### config.mk
export PLATFORM = sky130hd
export DESIGN_NAME = pd_ctrl_top
export DESIGN_NICKNAME = d
export VERILOG_FILES = /design/src/source/pd_pkg.sv /design/src/source/pd_step_if.sv /design/src/source/pd_csr_axil.sv /design/src/source/pd_mode_fsm.sv /design/src/source/pd_step_fifo.sv /design/src/source/pd_seq_delay.sv /design/src/source/pd_ctrl_top.sv
export SDC_FILE = /design/constraint.sdc
export NUM_CORES = 1
export LEC_CHECK = 0
export BUFFER_PORTS_ARGS = -buffer_cell sky130_fd_sc_hd__buf_2
export CAP_MARGIN = 10
export CORE_ASPECT_RATIO = 2
export CORE_MARGIN = 5
export CORE_UTILIZATION = 40
export DETAILED_ROUTE_END_ITERATION = 6
export MAX_ROUTING_LAYER = met4
export SYNTH_ARGS = -nofsm -noshare
export SYNTH_HDL_FRONTEND = slang
export SYNTH_SLANG_ARGS = --single-unit
### constraint.sdc
create_clock -name i_aon_clk -period 6.5 [get_ports i_aon_clk]
set_clock_uncertainty 0.05 [all_clocks]
set_input_delay 1.3 -clock i_aon_clk [delete_from_list [all_inputs] [get_ports i_aon_clk]]
set_output_delay 1.3 -clock i_aon_clk [all_outputs]
set_load 0.02 [all_outputs]
### src/source/pd_pkg.sv
package pd_pkg;

    // Step spacing in aon clock cycles
    typedef logic [3:0] seq_delay_t;

    // AXI4-Lite register space
    typedef logic [3:0]  axil_addr_t;
    typedef logic [31:0] axil_data_t;

    typedef enum logic [2:0] {
        SEL_CLK_EN,
        SEL_ISO,
        SEL_RET,
        SEL_RSTN,
        SEL_PWR_REQ
    } pd_ctrl_sel_t;

    typedef struct packed {
        pd_ctrl_sel_t sel;   // Control touched by this step
        logic         level; // New level for it
        seq_delay_t   delay;
        logic         last;  // Final step of a transition
    } pd_step_t;

    typedef enum logic [1:0] {
        MODE_OFF,
        MODE_GOING_ON,
        MODE_ON,
        MODE_GOING_OFF
    } pd_mode_t;

    localparam axil_addr_t REG_CTRL   = 4'h0; // bit0 sleep, bit1 wake
    localparam axil_addr_t REG_DELAY  = 4'h4; // [3:0] off, [7:4] on
    localparam axil_addr_t REG_STATUS = 4'h8; // [1:0] mode, read only

endpackage

### src/source/pd_step_if.sv
`timescale 1ns/1ps

interface pd_step_if import pd_pkg::*; ();

    logic     valid;
    logic     ready;
    pd_step_t step;

    // Sender side
    modport producer (
        output valid,
        output step,
        input  ready
    );

    // Receiver side
    modport consumer (
        input  valid,
        input  step,
        output ready
    );

endinterface

### src/source/pd_csr_axil.sv
`timescale 1ns/1ps

module pd_csr_axil import pd_pkg::*; (
    input  logic       i_aon_clk,
    input  logic       i_soc_pwr_on_rst,

    input  axil_addr_t i_awaddr,
    input  logic       i_awvalid,
    output logic       o_awready,
    input  axil_data_t i_wdata,
    input  logic       i_wvalid,
    output logic       o_wready,
    output logic [1:0] o_bresp,
    output logic       o_bvalid,
    input  logic       i_bready,
    input  axil_addr_t i_araddr,
    input  logic       i_arvalid,
    output logic       o_arready,
    output axil_data_t o_rdata,
    output logic [1:0] o_rresp,
    output logic       o_rvalid,
    input  logic       i_rready,

    input  pd_mode_t   i_mode,
    output logic       o_sleep_pulse,
    output logic       o_wake_pulse,
    output seq_delay_t o_off_delay,
    output seq_delay_t o_on_delay
);

    logic       wr_fire;
    logic       rd_fire;
    axil_data_t rd_word;

    // AW and W only go together, a lone valid sees its ready drop
    assign o_awready = ~o_bvalid & ~(i_awvalid & ~i_wvalid);
    assign o_wready  = ~o_bvalid & ~(i_wvalid & ~i_awvalid);
    assign o_arready = ~o_rvalid;

    assign wr_fire = i_awvalid & i_wvalid & ~o_bvalid;
    assign rd_fire = i_arvalid & ~o_rvalid;

    assign o_bresp = 2'b00; // Always OKAY
    assign o_rresp = 2'b00;

    // Write side and request pulses
    always_ff @(posedge i_aon_clk or posedge i_soc_pwr_on_rst) begin
        if (i_soc_pwr_on_rst) begin
            o_bvalid      <= 1'b0;
            o_sleep_pulse <= 1'b0;
            o_wake_pulse  <= 1'b0;
            o_off_delay   <= '0;
            o_on_delay    <= '0;
        end else begin
            o_sleep_pulse <= wr_fire && (i_awaddr == REG_CTRL) && i_wdata[0];
            o_wake_pulse  <= wr_fire && (i_awaddr == REG_CTRL) && i_wdata[1];

            if (wr_fire && (i_awaddr == REG_DELAY)) begin
                o_off_delay <= i_wdata[3:0];
                o_on_delay  <= i_wdata[7:4];
            end

            if (wr_fire) begin
                o_bvalid <= 1'b1;
            end else if (i_bready) begin
                o_bvalid <= 1'b0;
            end
        end
    end

    // Readback mux, CTRL is write only
    always_comb begin
        rd_word = '0;
        case (i_araddr)
            REG_DELAY:  rd_word = {24'd0, o_on_delay, o_off_delay};
            REG_STATUS: rd_word = {30'd0, i_mode};
            default:    rd_word = '0;
        endcase
    end

    always_ff @(posedge i_aon_clk or posedge i_soc_pwr_on_rst) begin
        if (i_soc_pwr_on_rst) begin
            o_rvalid <= 1'b0;
        end else if (rd_fire) begin
            o_rvalid <= 1'b1;
        end else if (i_rready) begin
            o_rvalid <= 1'b0;
        end
    end

    always_ff @(posedge i_aon_clk) begin
        if (rd_fire) begin
            o_rdata <= rd_word;
        end
    end

endmodule

### src/source/pd_mode_fsm.sv
`timescale 1ns/1ps

module pd_mode_fsm import pd_pkg::*; (
    input  logic       i_aon_clk,
    input  logic       i_soc_pwr_on_rst,
    input  logic       i_sleep_pulse,
    input  logic       i_wake_pulse,
    input  seq_delay_t i_off_delay,
    input  seq_delay_t i_on_delay,
    output pd_mode_t   o_mode,
    input  logic       i_seq_done,
    pd_step_if.producer step_if
);

    localparam logic [2:0] LAST_IDX = 3'd4;
    localparam logic [2:0] DONE_IDX = 3'd5; // All five steps pushed

    logic [2:0]   step_idx;
    seq_delay_t   step_delay;
    logic         going;
    logic         push_fire;
    pd_ctrl_sel_t step_sel;
    logic         step_lvl;

    assign going     = (o_mode == MODE_GOING_ON) || (o_mode == MODE_GOING_OFF);
    assign push_fire = step_if.valid & step_if.ready;

    always_ff @(posedge i_aon_clk or posedge i_soc_pwr_on_rst) begin
        if (i_soc_pwr_on_rst) begin
            o_mode   <= MODE_OFF;
            step_idx <= '0;
        end else begin
            case (o_mode)
                MODE_OFF: if (i_wake_pulse) begin
                    o_mode   <= MODE_GOING_ON;
                    step_idx <= '0;
                end
                MODE_ON: if (i_sleep_pulse) begin
                    o_mode   <= MODE_GOING_OFF;
                    step_idx <= '0;
                end
                MODE_GOING_ON: begin
                    if (push_fire) step_idx <= step_idx + 3'd1;
                    if (i_seq_done) o_mode <= MODE_ON;
                end
                default: begin // Going off
                    if (push_fire) step_idx <= step_idx + 3'd1;
                    if (i_seq_done) o_mode <= MODE_OFF;
                end
            endcase
        end
    end

    // Delay fixed for the whole transition
    always_ff @(posedge i_aon_clk) begin
        if ((o_mode == MODE_OFF) && i_wake_pulse) begin
            step_delay <= i_on_delay;
        end else if ((o_mode == MODE_ON) && i_sleep_pulse) begin
            step_delay <= i_off_delay;
        end
    end

    always_comb begin
        step_sel = SEL_CLK_EN;
        step_lvl = 1'b0;
        if (o_mode == MODE_GOING_ON) begin
            case (step_idx)
                3'd0:    begin step_sel = SEL_PWR_REQ; step_lvl = 1'b1; end
                3'd1:    begin step_sel = SEL_RSTN;    step_lvl = 1'b1; end
                3'd2:    begin step_sel = SEL_RET;     step_lvl = 1'b0; end
                3'd3:    begin step_sel = SEL_ISO;     step_lvl = 1'b0; end
                default: begin step_sel = SEL_CLK_EN;  step_lvl = 1'b1; end
            endcase
        end else begin
            case (step_idx)
                3'd0:    begin step_sel = SEL_CLK_EN;  step_lvl = 1'b0; end
                3'd1:    begin step_sel = SEL_ISO;     step_lvl = 1'b1; end
                3'd2:    begin step_sel = SEL_RET;     step_lvl = 1'b1; end
                3'd3:    begin step_sel = SEL_RSTN;    step_lvl = 1'b0; end
                default: begin step_sel = SEL_PWR_REQ; step_lvl = 1'b0; end
            endcase
        end
    end

    assign step_if.valid      = going && (step_idx != DONE_IDX);
    assign step_if.step.sel   = step_sel;
    assign step_if.step.level = step_lvl;
    assign step_if.step.delay = step_delay;
    assign step_if.step.last  = (step_idx == LAST_IDX);

endmodule

### src/source/pd_step_fifo.sv
`timescale 1ns/1ps

module pd_step_fifo import pd_pkg::*; #(
    parameter int FIFO_DEPTH = 8
) (
    input  logic        i_aon_clk,
    input  logic        i_soc_pwr_on_rst,
    pd_step_if.consumer in_if,
    pd_step_if.producer out_if
);

    localparam int             PTR_W    = $clog2(FIFO_DEPTH);
    localparam logic [PTR_W:0] FULL_CNT = FIFO_DEPTH[PTR_W:0];

    pd_step_t         mem [FIFO_DEPTH];
    logic [PTR_W-1:0] wr_ptr;
    logic [PTR_W-1:0] rd_ptr;
    logic [PTR_W:0]   count;
    logic             push;
    logic             pop;

    assign in_if.ready  = (count != FULL_CNT);
    assign out_if.valid = (count != '0);
    assign out_if.step  = mem[rd_ptr];

    assign push = in_if.valid & in_if.ready;
    assign pop  = out_if.valid & out_if.ready;

    // Pointers wrap on their own, depth is a power of two
    always_ff @(posedge i_aon_clk or posedge i_soc_pwr_on_rst) begin
        if (i_soc_pwr_on_rst) begin
            wr_ptr <= '0;
            rd_ptr <= '0;
            count  <= '0;
        end else begin
            if (push) wr_ptr <= wr_ptr + 1'b1;
            if (pop)  rd_ptr <= rd_ptr + 1'b1;
            if (push && !pop) begin
                count <= count + 1'b1;
            end else if (pop && !push) begin
                count <= count - 1'b1;
            end
        end
    end

    always_ff @(posedge i_aon_clk) begin
        if (push) mem[wr_ptr] <= in_if.step;
    end

endmodule

### src/source/pd_seq_delay.sv
`timescale 1ns/1ps

module pd_seq_delay import pd_pkg::*; (
    input  logic        i_aon_clk,
    input  logic        i_soc_pwr_on_rst,
    pd_step_if.consumer step_if,
    input  logic        i_pwr_on_ack,
    output logic        o_clk_en,
    output logic        o_iso,
    output logic        o_ret,
    output logic        o_rstn,
    output logic        o_pwr_on_req,
    output logic        o_seq_done
);

    typedef enum logic [1:0] {
        S_IDLE,
        S_COUNT,
        S_APPLY,
        S_ACK_WAIT
    } seq_state_t;

    seq_state_t state;
    seq_delay_t cnt;
    pd_step_t   cur_step; // Step being applied

    assign step_if.ready = (state == S_IDLE);

    always_ff @(posedge i_aon_clk or posedge i_soc_pwr_on_rst) begin
        if (i_soc_pwr_on_rst) begin
            state        <= S_IDLE;
            cnt          <= '0;
            o_clk_en     <= 1'b0;
            o_iso        <= 1'b1; // Domain starts off and clamped
            o_ret        <= 1'b1;
            o_rstn       <= 1'b0;
            o_pwr_on_req <= 1'b0;
            o_seq_done   <= 1'b0;
        end else begin
            o_seq_done <= 1'b0;
            case (state)
                S_IDLE: if (step_if.valid) begin
                    cnt   <= step_if.step.delay;
                    state <= (step_if.step.delay == '0) ? S_APPLY : S_COUNT;
                end
                S_COUNT: begin
                    cnt <= cnt - 1'b1;
                    if (cnt == 4'd1) state <= S_APPLY;
                end
                S_APPLY: begin
                    case (cur_step.sel)
                        SEL_CLK_EN: o_clk_en     <= cur_step.level;
                        SEL_ISO:    o_iso        <= cur_step.level;
                        SEL_RET:    o_ret        <= cur_step.level;
                        SEL_RSTN:   o_rstn       <= cur_step.level;
                        default:    o_pwr_on_req <= cur_step.level;
                    endcase
                    if (cur_step.sel == SEL_PWR_REQ) begin
                        state <= S_ACK_WAIT; // Switch must settle first
                    end else begin
                        o_seq_done <= cur_step.last;
                        state      <= S_IDLE;
                    end
                end
                default: if (i_pwr_on_ack == cur_step.level) begin
                    o_seq_done <= cur_step.last;
                    state      <= S_IDLE;
                end
            endcase
        end
    end

    always_ff @(posedge i_aon_clk) begin
        if (step_if.valid && step_if.ready) cur_step <= step_if.step;
    end

endmodule

### src/source/pd_ctrl_top.sv
`timescale 1ns/1ps

module pd_ctrl_top import pd_pkg::*; #(
    parameter int FIFO_DEPTH = 8
) (
    input  logic       i_aon_clk,
    input  logic       i_soc_pwr_on_rst,

    input  axil_addr_t i_awaddr,
    input  logic       i_awvalid,
    output logic       o_awready,
    input  axil_data_t i_wdata,
    input  logic       i_wvalid,
    output logic       o_wready,
    output logic [1:0] o_bresp,
    output logic       o_bvalid,
    input  logic       i_bready,
    input  axil_addr_t i_araddr,
    input  logic       i_arvalid,
    output logic       o_arready,
    output axil_data_t o_rdata,
    output logic [1:0] o_rresp,
    output logic       o_rvalid,
    input  logic       i_rready,

    input  logic       i_pwr_on_ack,
    output logic       o_clk_en,
    output logic       o_iso,
    output logic       o_ret,
    output logic       o_rstn,
    output logic       o_pwr_on_req
);

    logic       sleep_pulse;
    logic       wake_pulse;
    seq_delay_t off_delay;
    seq_delay_t on_delay;
    pd_mode_t   mode;
    logic       seq_done;

    pd_step_if push_if ();  // FSM to FIFO
    pd_step_if pop_if ();   // FIFO to sequencer

    pd_csr_axil pd_csr_axil_inst (
        .i_aon_clk        (i_aon_clk),
        .i_soc_pwr_on_rst (i_soc_pwr_on_rst),
        .i_awaddr         (i_awaddr),
        .i_awvalid        (i_awvalid),
        .o_awready        (o_awready),
        .i_wdata          (i_wdata),
        .i_wvalid         (i_wvalid),
        .o_wready         (o_wready),
        .o_bresp          (o_bresp),
        .o_bvalid         (o_bvalid),
        .i_bready         (i_bready),
        .i_araddr         (i_araddr),
        .i_arvalid        (i_arvalid),
        .o_arready        (o_arready),
        .o_rdata          (o_rdata),
        .o_rresp          (o_rresp),
        .o_rvalid         (o_rvalid),
        .i_rready         (i_rready),
        .i_mode           (mode),
        .o_sleep_pulse    (sleep_pulse),
        .o_wake_pulse     (wake_pulse),
        .o_off_delay      (off_delay),
        .o_on_delay       (on_delay)
    );

    pd_mode_fsm pd_mode_fsm_inst (
        .i_aon_clk        (i_aon_clk),
        .i_soc_pwr_on_rst (i_soc_pwr_on_rst),
        .i_sleep_pulse    (sleep_pulse),
        .i_wake_pulse     (wake_pulse),
        .i_off_delay      (off_delay),
        .i_on_delay       (on_delay),
        .o_mode           (mode),
        .i_seq_done       (seq_done),
        .step_if          (push_if)
    );

    pd_step_fifo #(
        .FIFO_DEPTH (FIFO_DEPTH)
    ) pd_step_fifo_inst (
        .i_aon_clk        (i_aon_clk),
        .i_soc_pwr_on_rst (i_soc_pwr_on_rst),
        .in_if            (push_if),
        .out_if           (pop_if)
    );

    pd_seq_delay pd_seq_delay_inst (
        .i_aon_clk        (i_aon_clk),
        .i_soc_pwr_on_rst (i_soc_pwr_on_rst),
        .step_if          (pop_if),
        .i_pwr_on_ack     (i_pwr_on_ack),
        .o_clk_en         (o_clk_en),
        .o_iso            (o_iso),
        .o_ret            (o_ret),
        .o_rstn           (o_rstn),
        .o_pwr_on_req     (o_pwr_on_req),
        .o_seq_done       (seq_done)
    );

endmodule

==> metrics.md, run 1 <==
| Metric | Value |
|---|---|
| Clk slew on worst S/H paths | 0.06 ns |
| IR Drop Worst-Case VDD | 0.0002494 V |
| Setup repair after global routing missed its margin | no |
| Post-route minimum period | around 3.1 ns |
| Number of input and output port buffers inserted | 41 |
| Power per standard cell area | slightly below 500 mW/mm^2 |
| Achievable clock frequency | 321.2 MHz |
| Outcome | finished clean |
| Rel. slew slack | 29.88% |
| Most frequent standard cell in the layout excluding fill and tap cells | sky130_fd_sc_hd__edfxtp_1 |
| Post-DP HPWL | 7.723 mm |
| Slowest cell on the critical path | sky130_fd_sc_hd__buf_2 |
| Reported max-cap violation count | 0 |
| Count of boundary I/O pins | 94 |
| Detailed-route wire length | 10.85 mm |
| Cell area after synthesis | 0.005854 mm^2 |
| Worst setup margin | approximately 3.4 ns |
| H-tree level count | 4 |
| Number of global-route vias before repair | 3384 |
| Crit-path cells | buf_2, inv_1, a21oi_1, buf_2 |
| Most frequent cells in the layout | sky130_fd_sc_hd__edfxtp_1 (89), sky130_fd_sc_hd__buf_2 (41), sky130_fd_sc_hd__dfrtp_1 (37) |
| Vias after detailed routing | 3222 |
| Number of enable-type register cells in the synthesized netlist | between 80 and 90 |
| Sequential share of the synthesized area | 62.36% |
| Most common cell on crit path | sky130_fd_sc_hd__buf_2 |
| Final GP Congestion | 0.7788 |
| Setup tns final | 0 ns |
| Storage element area | around 0.0037 mm^2 |
| Sum of internal, switching and leakage power | 3.334 mW |
| Die Ht | around 180 um |
| Element type at the critical path start | primary input |
| Most instantiated flip-flop cell in the synthesis netlist | sky130_fd_sc_hd__edfxtp_1 |
| Clock tree from TritonCTS | built |
| Setup WS pre-CTS | 3.392 ns |
| Avg Inst Size Synth | ~15 um^2 |
| Post-synthesis async set-or-reset flop share | 30.47% |
| Floorplan die area | 0.01730 mm^2 |
| Core region area | 0.01435 mm^2 |
| Number of antenna violations at the first check in global routing | 0 |
| Crit-path max FO | 4 |
| Fraction of final layout cells with drive strength greater than 1 | 28.95% |
| Area fraction of the dominant cell type after synthesis | 45.65% |
| Sinks on Clock Net | 128 |
| Count of antenna-violating nets left after detailed routing | 0 |
| Iteration-0 DRC Markers | ~170 |
| Global-route total usage across every layer | roughly 14% |
| Buffer and inverter count on the worst path | 3 |
| Maximum number of pins on one net before global-route repair | 40 |
| Average wire length per cell after detail routing | between 15 and 20 um |
| First-pass DRT Iterations | 4 |
| Hold-fix buffers, CTS | 0 |
| Maximum cell stage delay along the critical path | 0.18 ns |
| Largest buffer count on any clock path | 2 |
| Synthesized netlist cell count | approximately 390 |
| Number of clock buffers inserted by TritonCTS | 17 |
| Class of the most critical setup path | primary input to output pin |
| Standby leakage power | 2.622 nW |
| Share of the cycle needed by the critical path after routing | approximately 48% |
| Number of max-slew violations in the final report | 0 |
| Post-detailed-route DRC marker count | 0 |
| FILL cells | roughly 1200 |
| Worst Tran Pin Value | 1.048 ns |
| CTS root buffer | sky130_fd_sc_hd__clkbuf_16 |
| Dominant cells by area after synthesis | sky130_fd_sc_hd__edfxtp_1 (46%), sky130_fd_sc_hd__dfrtp_1 (16%), sky130_fd_sc_hd__mux4_2 (5.8%), sky130_fd_sc_hd__mux2_2 (5.4%), sky130_fd_sc_hd__ha_1 (4.5%) |
| Synth cell types | 54 |
| Latest clock arrival within the worst-skew pair | 0.41 ns |
| Cell taking the most area after synthesis | sky130_fd_sc_hd__edfxtp_1 |
| Flop and latch count out of synthesis | ~130 |
| Post-CTS setup buffer count | 0 |
| Worst EP arrival | around 1.8 ns |
| Initial cell density of the core | between 40% and 50% |
| Die X | 95.55 um |
| Critical path's top delay family | buffers and inverters |
| Final setup violation count | 0 |
| Grt total ovfl | 0 |
| Vias/cell | between 4 and 5 |
| Hold violation count in the final report | 0 |
| Row count | 62 |
| Critical Path RT | 5.15 ns |
| Wire length of the first global-routing pass | 17.63 mm |
| Combined area of the multi-input logic cells | around 0.002 mm^2 |
| Antenna diodes | 0 |
| Count of instances resized after the clock tree is built | 0 |
| Final layout net count | between 500 and 600 |
| Tightest Hold Check Type | flip-flop to flip-flop |
| Relative area change from synthesis to final layout | 15.67% |
| Type of destination of the critical path | output pin |
| Count of yosys warnings during synthesis | 0 |
-- layer usage --
metal  wire, um  vias up  track usage [%]
li1           -     1506                -
met1       3886     1600            14.40
met2       6189       95            25.15
met3        478       21            3.164
met4        299        0            6.385
met5          0        -                -
-- state kept, by name, summed over array words and instances, names as in the netlist, 2 cells and up --
register                      cells
pd_step_fifo_inst.rd_ptr          3
pd_seq_delay_inst.cnt             4
pd_csr_axil_inst.o_rdata          8
pd_seq_delay_inst.cur_step        5
pd_mode_fsm_inst.o_mode           2
pd_mode_fsm_inst.step_delay       4
pd_seq_delay_inst.state           2
pd_step_fifo_inst.count           4
pd_mode_fsm_inst.step_idx         3
pd_csr_axil_inst.o_on_delay       4
pd_step_fifo_inst.mem            72
pd_csr_axil_inst.o_off_delay      4
pd_step_fifo_inst.wr_ptr          3
-- synth_stat cells (2+ instances only) --
library cell and count:
sky130_fd_sc_hd__nor2_1 14, sky130_fd_sc_hd__xor2_1 3, sky130_fd_sc_hd__nor3b_1 6, sky130_fd_sc_hd__ha_1 21, sky130_fd_sc_hd__mux4_2 15, sky130_fd_sc_hd__nand3_1 4, sky130_fd_sc_hd__mux4_1 3, sky130_fd_sc_hd__buf_4 28
sky130_fd_sc_hd__mux2_2 28, sky130_fd_sc_hd__inv_1 21, sky130_fd_sc_hd__nand2b_1 3, sky130_fd_sc_hd__dfstp_2 2, sky130_fd_sc_hd__nor3_1 7, sky130_fd_sc_hd__dfrtp_1 37, sky130_fd_sc_hd__nor4_1 2, sky130_fd_sc_hd__nand4_1 3
sky130_fd_sc_hd__o21a_1 2, sky130_fd_sc_hd__mux2_4 2, sky130_fd_sc_hd__o22ai_1 3, sky130_fd_sc_hd__nand2_1 24, sky130_fd_sc_hd__xnor2_1 6, sky130_fd_sc_hd__a21oi_1 8, sky130_fd_sc_hd__o21ai_2 2, sky130_fd_sc_hd__o21ai_0 8
sky130_fd_sc_hd__a22oi_1 3, sky130_fd_sc_hd__clkbuf_1 6, sky130_fd_sc_hd__nor2b_1 4, sky130_fd_sc_hd__buf_1 2, sky130_fd_sc_hd__o31ai_1 4, sky130_fd_sc_hd__and2_1 9, sky130_fd_sc_hd__edfxtp_1 89
-- per-stage QoR --
stage	cells	area (um^2)	hold WS (ns)	util [%]
2_1_floorplan	419	5956	0.3835	-
3_3_place_gp	616	6190	0.4363	43.13
3_5_place_dp	616	6190	0.4351	43.13
4_1_cts	648	6771	0.4480	47.18
5_1_grt	648	6771	0.4674	47.18
6_report	648	6771	0.4456	47.18
-- path summary, 6_finish.rpt --
check / start / to / slack, ns / cells past startpoint
max: i_wvalid / o_awready / 3.39 / 4
min: pd_seq_delay_inst.cur_step[0]$_DFFE_PP_ / pd_seq_delay_inst.o_seq_done$_DFF_PP0_ / 0.45 / 1
max reg2reg: pd_mode_fsm_inst.o_mode[1]$_DFFE_PP0P_ / pd_step_fifo_inst.mem[3][7]$_DFFE_PP_ / 3.57 / 6
min reg2reg: pd_seq_delay_inst.cur_step[0]$_DFFE_PP_ / pd_seq_delay_inst.o_seq_done$_DFF_PP0_ / 0.45 / 1
max in group asynchronous: i_soc_pwr_on_rst / pd_seq_delay_inst.o_iso$_DFFE_PP1P_ / 5.05 / 3
min in group asynchronous: i_soc_pwr_on_rst / pd_csr_axil_inst.o_bvalid$_DFFE_PP0P_ / 0.97 / 3
-- layout make-up --
cell class | count | share of cell area, %
timing repair buffer | 43 | 3.252
inverter | 21 | 1.164
tap | 192 | 3.548
sequential | 128 | 53.92
clock buffer | 19 | 6.541
clock inverter | 13 | 2.051
multi-input combinational | 232 | 29.53
-- report_power, final --
part           total [mW]  internal, mW  switching [mW]
sequential           1.33          1.15           0.181
combinational        1.08         0.485           0.594
clock               0.921         0.575           0.345
total                3.33          2.21            1.12
-- logic make-up (layout without fill, tap and decap cells) --
group	after synthesis	in the layout	synth area share, %
compound gates	42	42	5.151
fa+ha+maj	22	22	4.830
other cells	1	28	0.06405
mux	49	49	13.19
buf+inv	59	96	5.728
xor+xnor	9	9	1.347
flops	128	128	62.36
simple gates	82	82	7.331
(Power assumes the default switching activity.)
==> run 2, diff against run 1 <==
==> constraint.sdc (replaced) <==
create_clock -name i_aon_clk -period 3.03 [get_ports i_aon_clk]
set_clock_uncertainty 0.05 [all_clocks]
set_input_delay 0.606 -clock i_aon_clk [delete_from_list [all_inputs] [get_ports i_aon_clk]]
set_output_delay 0.606 -clock i_aon_clk [all_outputs]
set_load 0.02 [all_outputs]
==> metrics.md, run 2 (synthesized netlist as in run 1, its figures left out) <==
| Metric | Value |
|---|---|
| Largest reg by FF count | pd_step_fifo_inst.mem |
| Critical Path RT | 3.27 ns (-1.88 ns) |
| Number of max-slew violations in the final report | 0 (unchanged) |
| Most frequent cells in the layout | sky130_fd_sc_hd__edfxtp_1 (89), sky130_fd_sc_hd__buf_2 (41), sky130_fd_sc_hd__dfrtp_1 (37) |
| Vias/cell | 4.962 (-0.20%) |
| Class of the most critical setup path | flip-flop to flip-flop |
| Hold violation count in the final report | 0 (unchanged) |
| Placed Area | 0.006257 mm^2 (+1.1%) |
| Post-DP HPWL | 7.864 mm (+1.8%) |
| Setup repair after global routing missed its margin | no |
| Global-route total usage across every layer | 13.96% (-0.22 points) |
| Die Ht | 181.1 um (unchanged) |
| CTS root buffer | sky130_fd_sc_hd__clkbuf_16 |
| Number of clock buffers inserted by TritonCTS | 17 (unchanged) |
| Grt total ovfl | 0 (unchanged) |
| Vias after detailed routing | 3280 (+1.8%) |
| Fraction of final layout cells with drive strength greater than 1 | 29.64% (+0.69 points) |
| Rel. slew slack | 47.00% (+17 points) |
| Post-route minimum period | approximately 2.7 ns |
| Power per standard cell area | 1079 mW/mm^2 (+120%) |
| Post-CTS setup buffer count | 0 (unchanged) |
| Wire length of the first global-routing pass | 17.61 mm (-0.12%) |
| Final layout net count | 526 (+2.5%) |
| Row count | 62 (unchanged) |
| FILL cells | 1246 (+0.97%) |
| Register-to-register setup slack | 0.30 ns (-3.27 ns) |
| Final std cell area, no fill | 0.006899 mm^2 (+1.9%) |
| IR Drop Worst-Case VDD | 0.0004484 V (+80%) |
| Count of boundary I/O pins | 94 (unchanged) |
| Share of the cycle needed by the critical path after routing | about 90% |
| Final GP Congestion | 0.7864 (+0.98%) |
| Most frequent standard cell in the layout excluding fill and tap cells | sky130_fd_sc_hd__edfxtp_1 |
| Type of destination of the critical path | flip-flop |
| Number of input and output port buffers inserted | 41 (unchanged) |
| Antenna diodes | 0 (unchanged) |
| Core region area | 0.01435 mm^2 (unchanged) |
| Endpoint of the worst-slack reg-to-reg timing path | pd_step_fifo_inst.count[3]$_DFFE_PP0P_ |
| Outcome | finished clean |
| Reported max-cap violation count | 0 (unchanged) |
| Clock tree from TritonCTS | built |
| Relative area change from synthesis to final layout | 17.85% |
| Tightest Hold Check Type | primary input to async pin |
| Largest buffer count on any clock path | 2 (unchanged) |
| Achievable clock frequency | 366.5 MHz |
| Count of instances resized after the clock tree is built | 0 (unchanged) |
| Sinks on Clock Net | 128 (unchanged) |
| Maximum number of pins on one net before global-route repair | 40 (unchanged) |
| Final setup violation count | 0 (unchanged) |
| Non-filler instance count after layout | 661 (+2.0%) |
| Hold-fix buffers, CTS | 0 (unchanged) |
| Post-Place Cells | 629 (+2.1%) |
| Detailed-route wire length | 10.91 mm (+0.56%) |
| Sum of internal, switching and leakage power | 7.446 mW (+120%) |
| Initial cell density of the core | 40.79% (unchanged) |
| Worst Tran Pin Value | 0.7949 ns (-0.2529 ns) |
| Iteration-0 DRC Markers | 128 (-24%) |
| Count of antenna-violating nets left after detailed routing | 0 (unchanged) |
| Latest clock arrival within the worst-skew pair | 0.41 ns (about the same) |
| Setup tns final | 0 ns (unchanged) |
| H-tree level count | 4 (unchanged) |
| Number of global-route vias before repair | 3506 (+3.6%) |
| Startpoint of the worst-slack reg-to-reg timing path | pd_step_fifo_inst.count[3]$_DFFE_PP0P_ |
| Number of antenna violations at the first check in global routing | 0 (unchanged) |
| Floorplan die area | 0.01730 mm^2 (unchanged) |
| Standby leakage power | 2.702 nW (+3.0%) |
| Average wire length per cell after detail routing | 16.51 um (-1.4%) |
| Storage element area | 0.003651 mm^2 (unchanged) |
| Crit-path max FO | 5 (+1) |
| Max FFs per register | 72 (unchanged) |
| Die X | 95.55 um (unchanged) |
| Top flop regs | pd_step_fifo_inst.mem x72, pd_csr_axil_inst.o_rdata x8, pd_seq_delay_inst.cur_step x5 |
| First-pass DRT Iterations | 4 (unchanged) |
| Element type at the critical path start | flip-flop |
| Post-detailed-route DRC marker count | 0 (unchanged) |
| Clk slew on worst S/H paths | 0.06 ns (about the same) |
| Cell depth of the worst flop-to-flop path | 10 (+4) |
| Worst EP arrival | 2.96 ns (+1.20 ns) |
| Combined area of the multi-input logic cells | 0.001969 mm^2 (-1.5%) |
run 2: cell types whose count changed in the layout (fill, tap and decap cells not counted):
| cell | change |
|---|---|
| sky130_fd_sc_hd__buf_4 | +13 |
| sky130_fd_sc_hd__nor3b_1 | +4 |
| sky130_fd_sc_hd__nor3b_2 | -4 |
| sky130_fd_sc_hd__bufinv_16 | +3 |
| sky130_fd_sc_hd__clkinv_4 | -3 |
| sky130_fd_sc_hd__clkinvlp_4 | +2 |
| sky130_fd_sc_hd__nor3_1 | +2 |
| sky130_fd_sc_hd__nor3_2 | -2 |
| sky130_fd_sc_hd__clkbuf_8 | -1 |
| sky130_fd_sc_hd__clkinv_2 | -1 |
run 2: worst max path at each step:
stage,startpoint,to,cells after the start,slack (ns)
4_1_cts,pd_step_fifo_inst.count[3]$_DFFE_PP0P_,pd_step_fifo_inst.count[3]$_DFFE_PP0P_,10,0.27
3_3_place_gp,pd_step_fifo_inst.count[3]$_DFFE_PP0P_,pd_step_fifo_inst.count[3]$_DFFE_PP0P_,10,0.28
5_1_grt,pd_step_fifo_inst.count[3]$_DFFE_PP0P_,pd_step_fifo_inst.count[3]$_DFFE_PP0P_,10,0.14
6_report,pd_step_fifo_inst.count[3]$_DFFE_PP0P_,pd_step_fifo_inst.count[3]$_DFFE_PP0P_,10,0.30
2_1_floorplan,pd_mode_fsm_inst.o_mode[1]$_DFFE_PP0P_,pd_step_fifo_inst.count[3]$_DFFE_PP0P_,13,0.36
3_5_place_dp,pd_step_fifo_inst.count[3]$_DFFE_PP0P_,pd_step_fifo_inst.count[3]$_DFFE_PP0P_,10,0.27
run 2: per-layer routing:
metal	global-route usage (%)	routed length [um]	vias to the layer above
met3	2.956	476	23
li1	-	-	1530
met2	25.21	6241	108
met1	13.92	3944	1619
met5	-	0	-
met4	6.100	251	0
run 2: worst max-delay path: stages (launching register included):
cell	delay, ns
sky130_fd_sc_hd__dfrtp_1	0.44
sky130_fd_sc_hd__or4_1	0.67
sky130_fd_sc_hd__nand2_1	0.21
sky130_fd_sc_hd__ha_1	0.21
sky130_fd_sc_hd__inv_1	0.09
sky130_fd_sc_hd__ha_1	0.28
sky130_fd_sc_hd__a21o_1	0.17
sky130_fd_sc_hd__a21oi_1	0.16
sky130_fd_sc_hd__xnor2_1	0.13
sky130_fd_sc_hd__nor2_1	0.06
sky130_fd_sc_hd__xor2_1	0.14
run 2: report_power, final:
group          total, mW  internal (mW)  switching, mW
clock network       2.20           1.46          0.743
logic               2.38           1.11           1.27
registers           2.86           2.47          0.391
total               7.45           5.04           2.40
run 2: final cells by class:
class	count	area share, %
inverter	21	1.143
tap	192	3.482
timing repair buffer	56	4.606
clock inverter	14	3.083
clock buffer	18	6.221
sequential	128	52.92
multi-input combinational	232	28.55
run 2: metrics by stage:
stage          utilization [%]  hold slack [ns]  setup WS (ns)
2_1_floorplan                -           0.3835         0.3578
3_3_place_gp             43.60           0.3927         0.2821
3_5_place_dp             43.60           0.4079         0.2714
4_1_cts                  48.07           0.2836         0.2683
5_1_grt                  48.07           0.3121         0.1410
6_report                 48.07           0.2613         0.3015
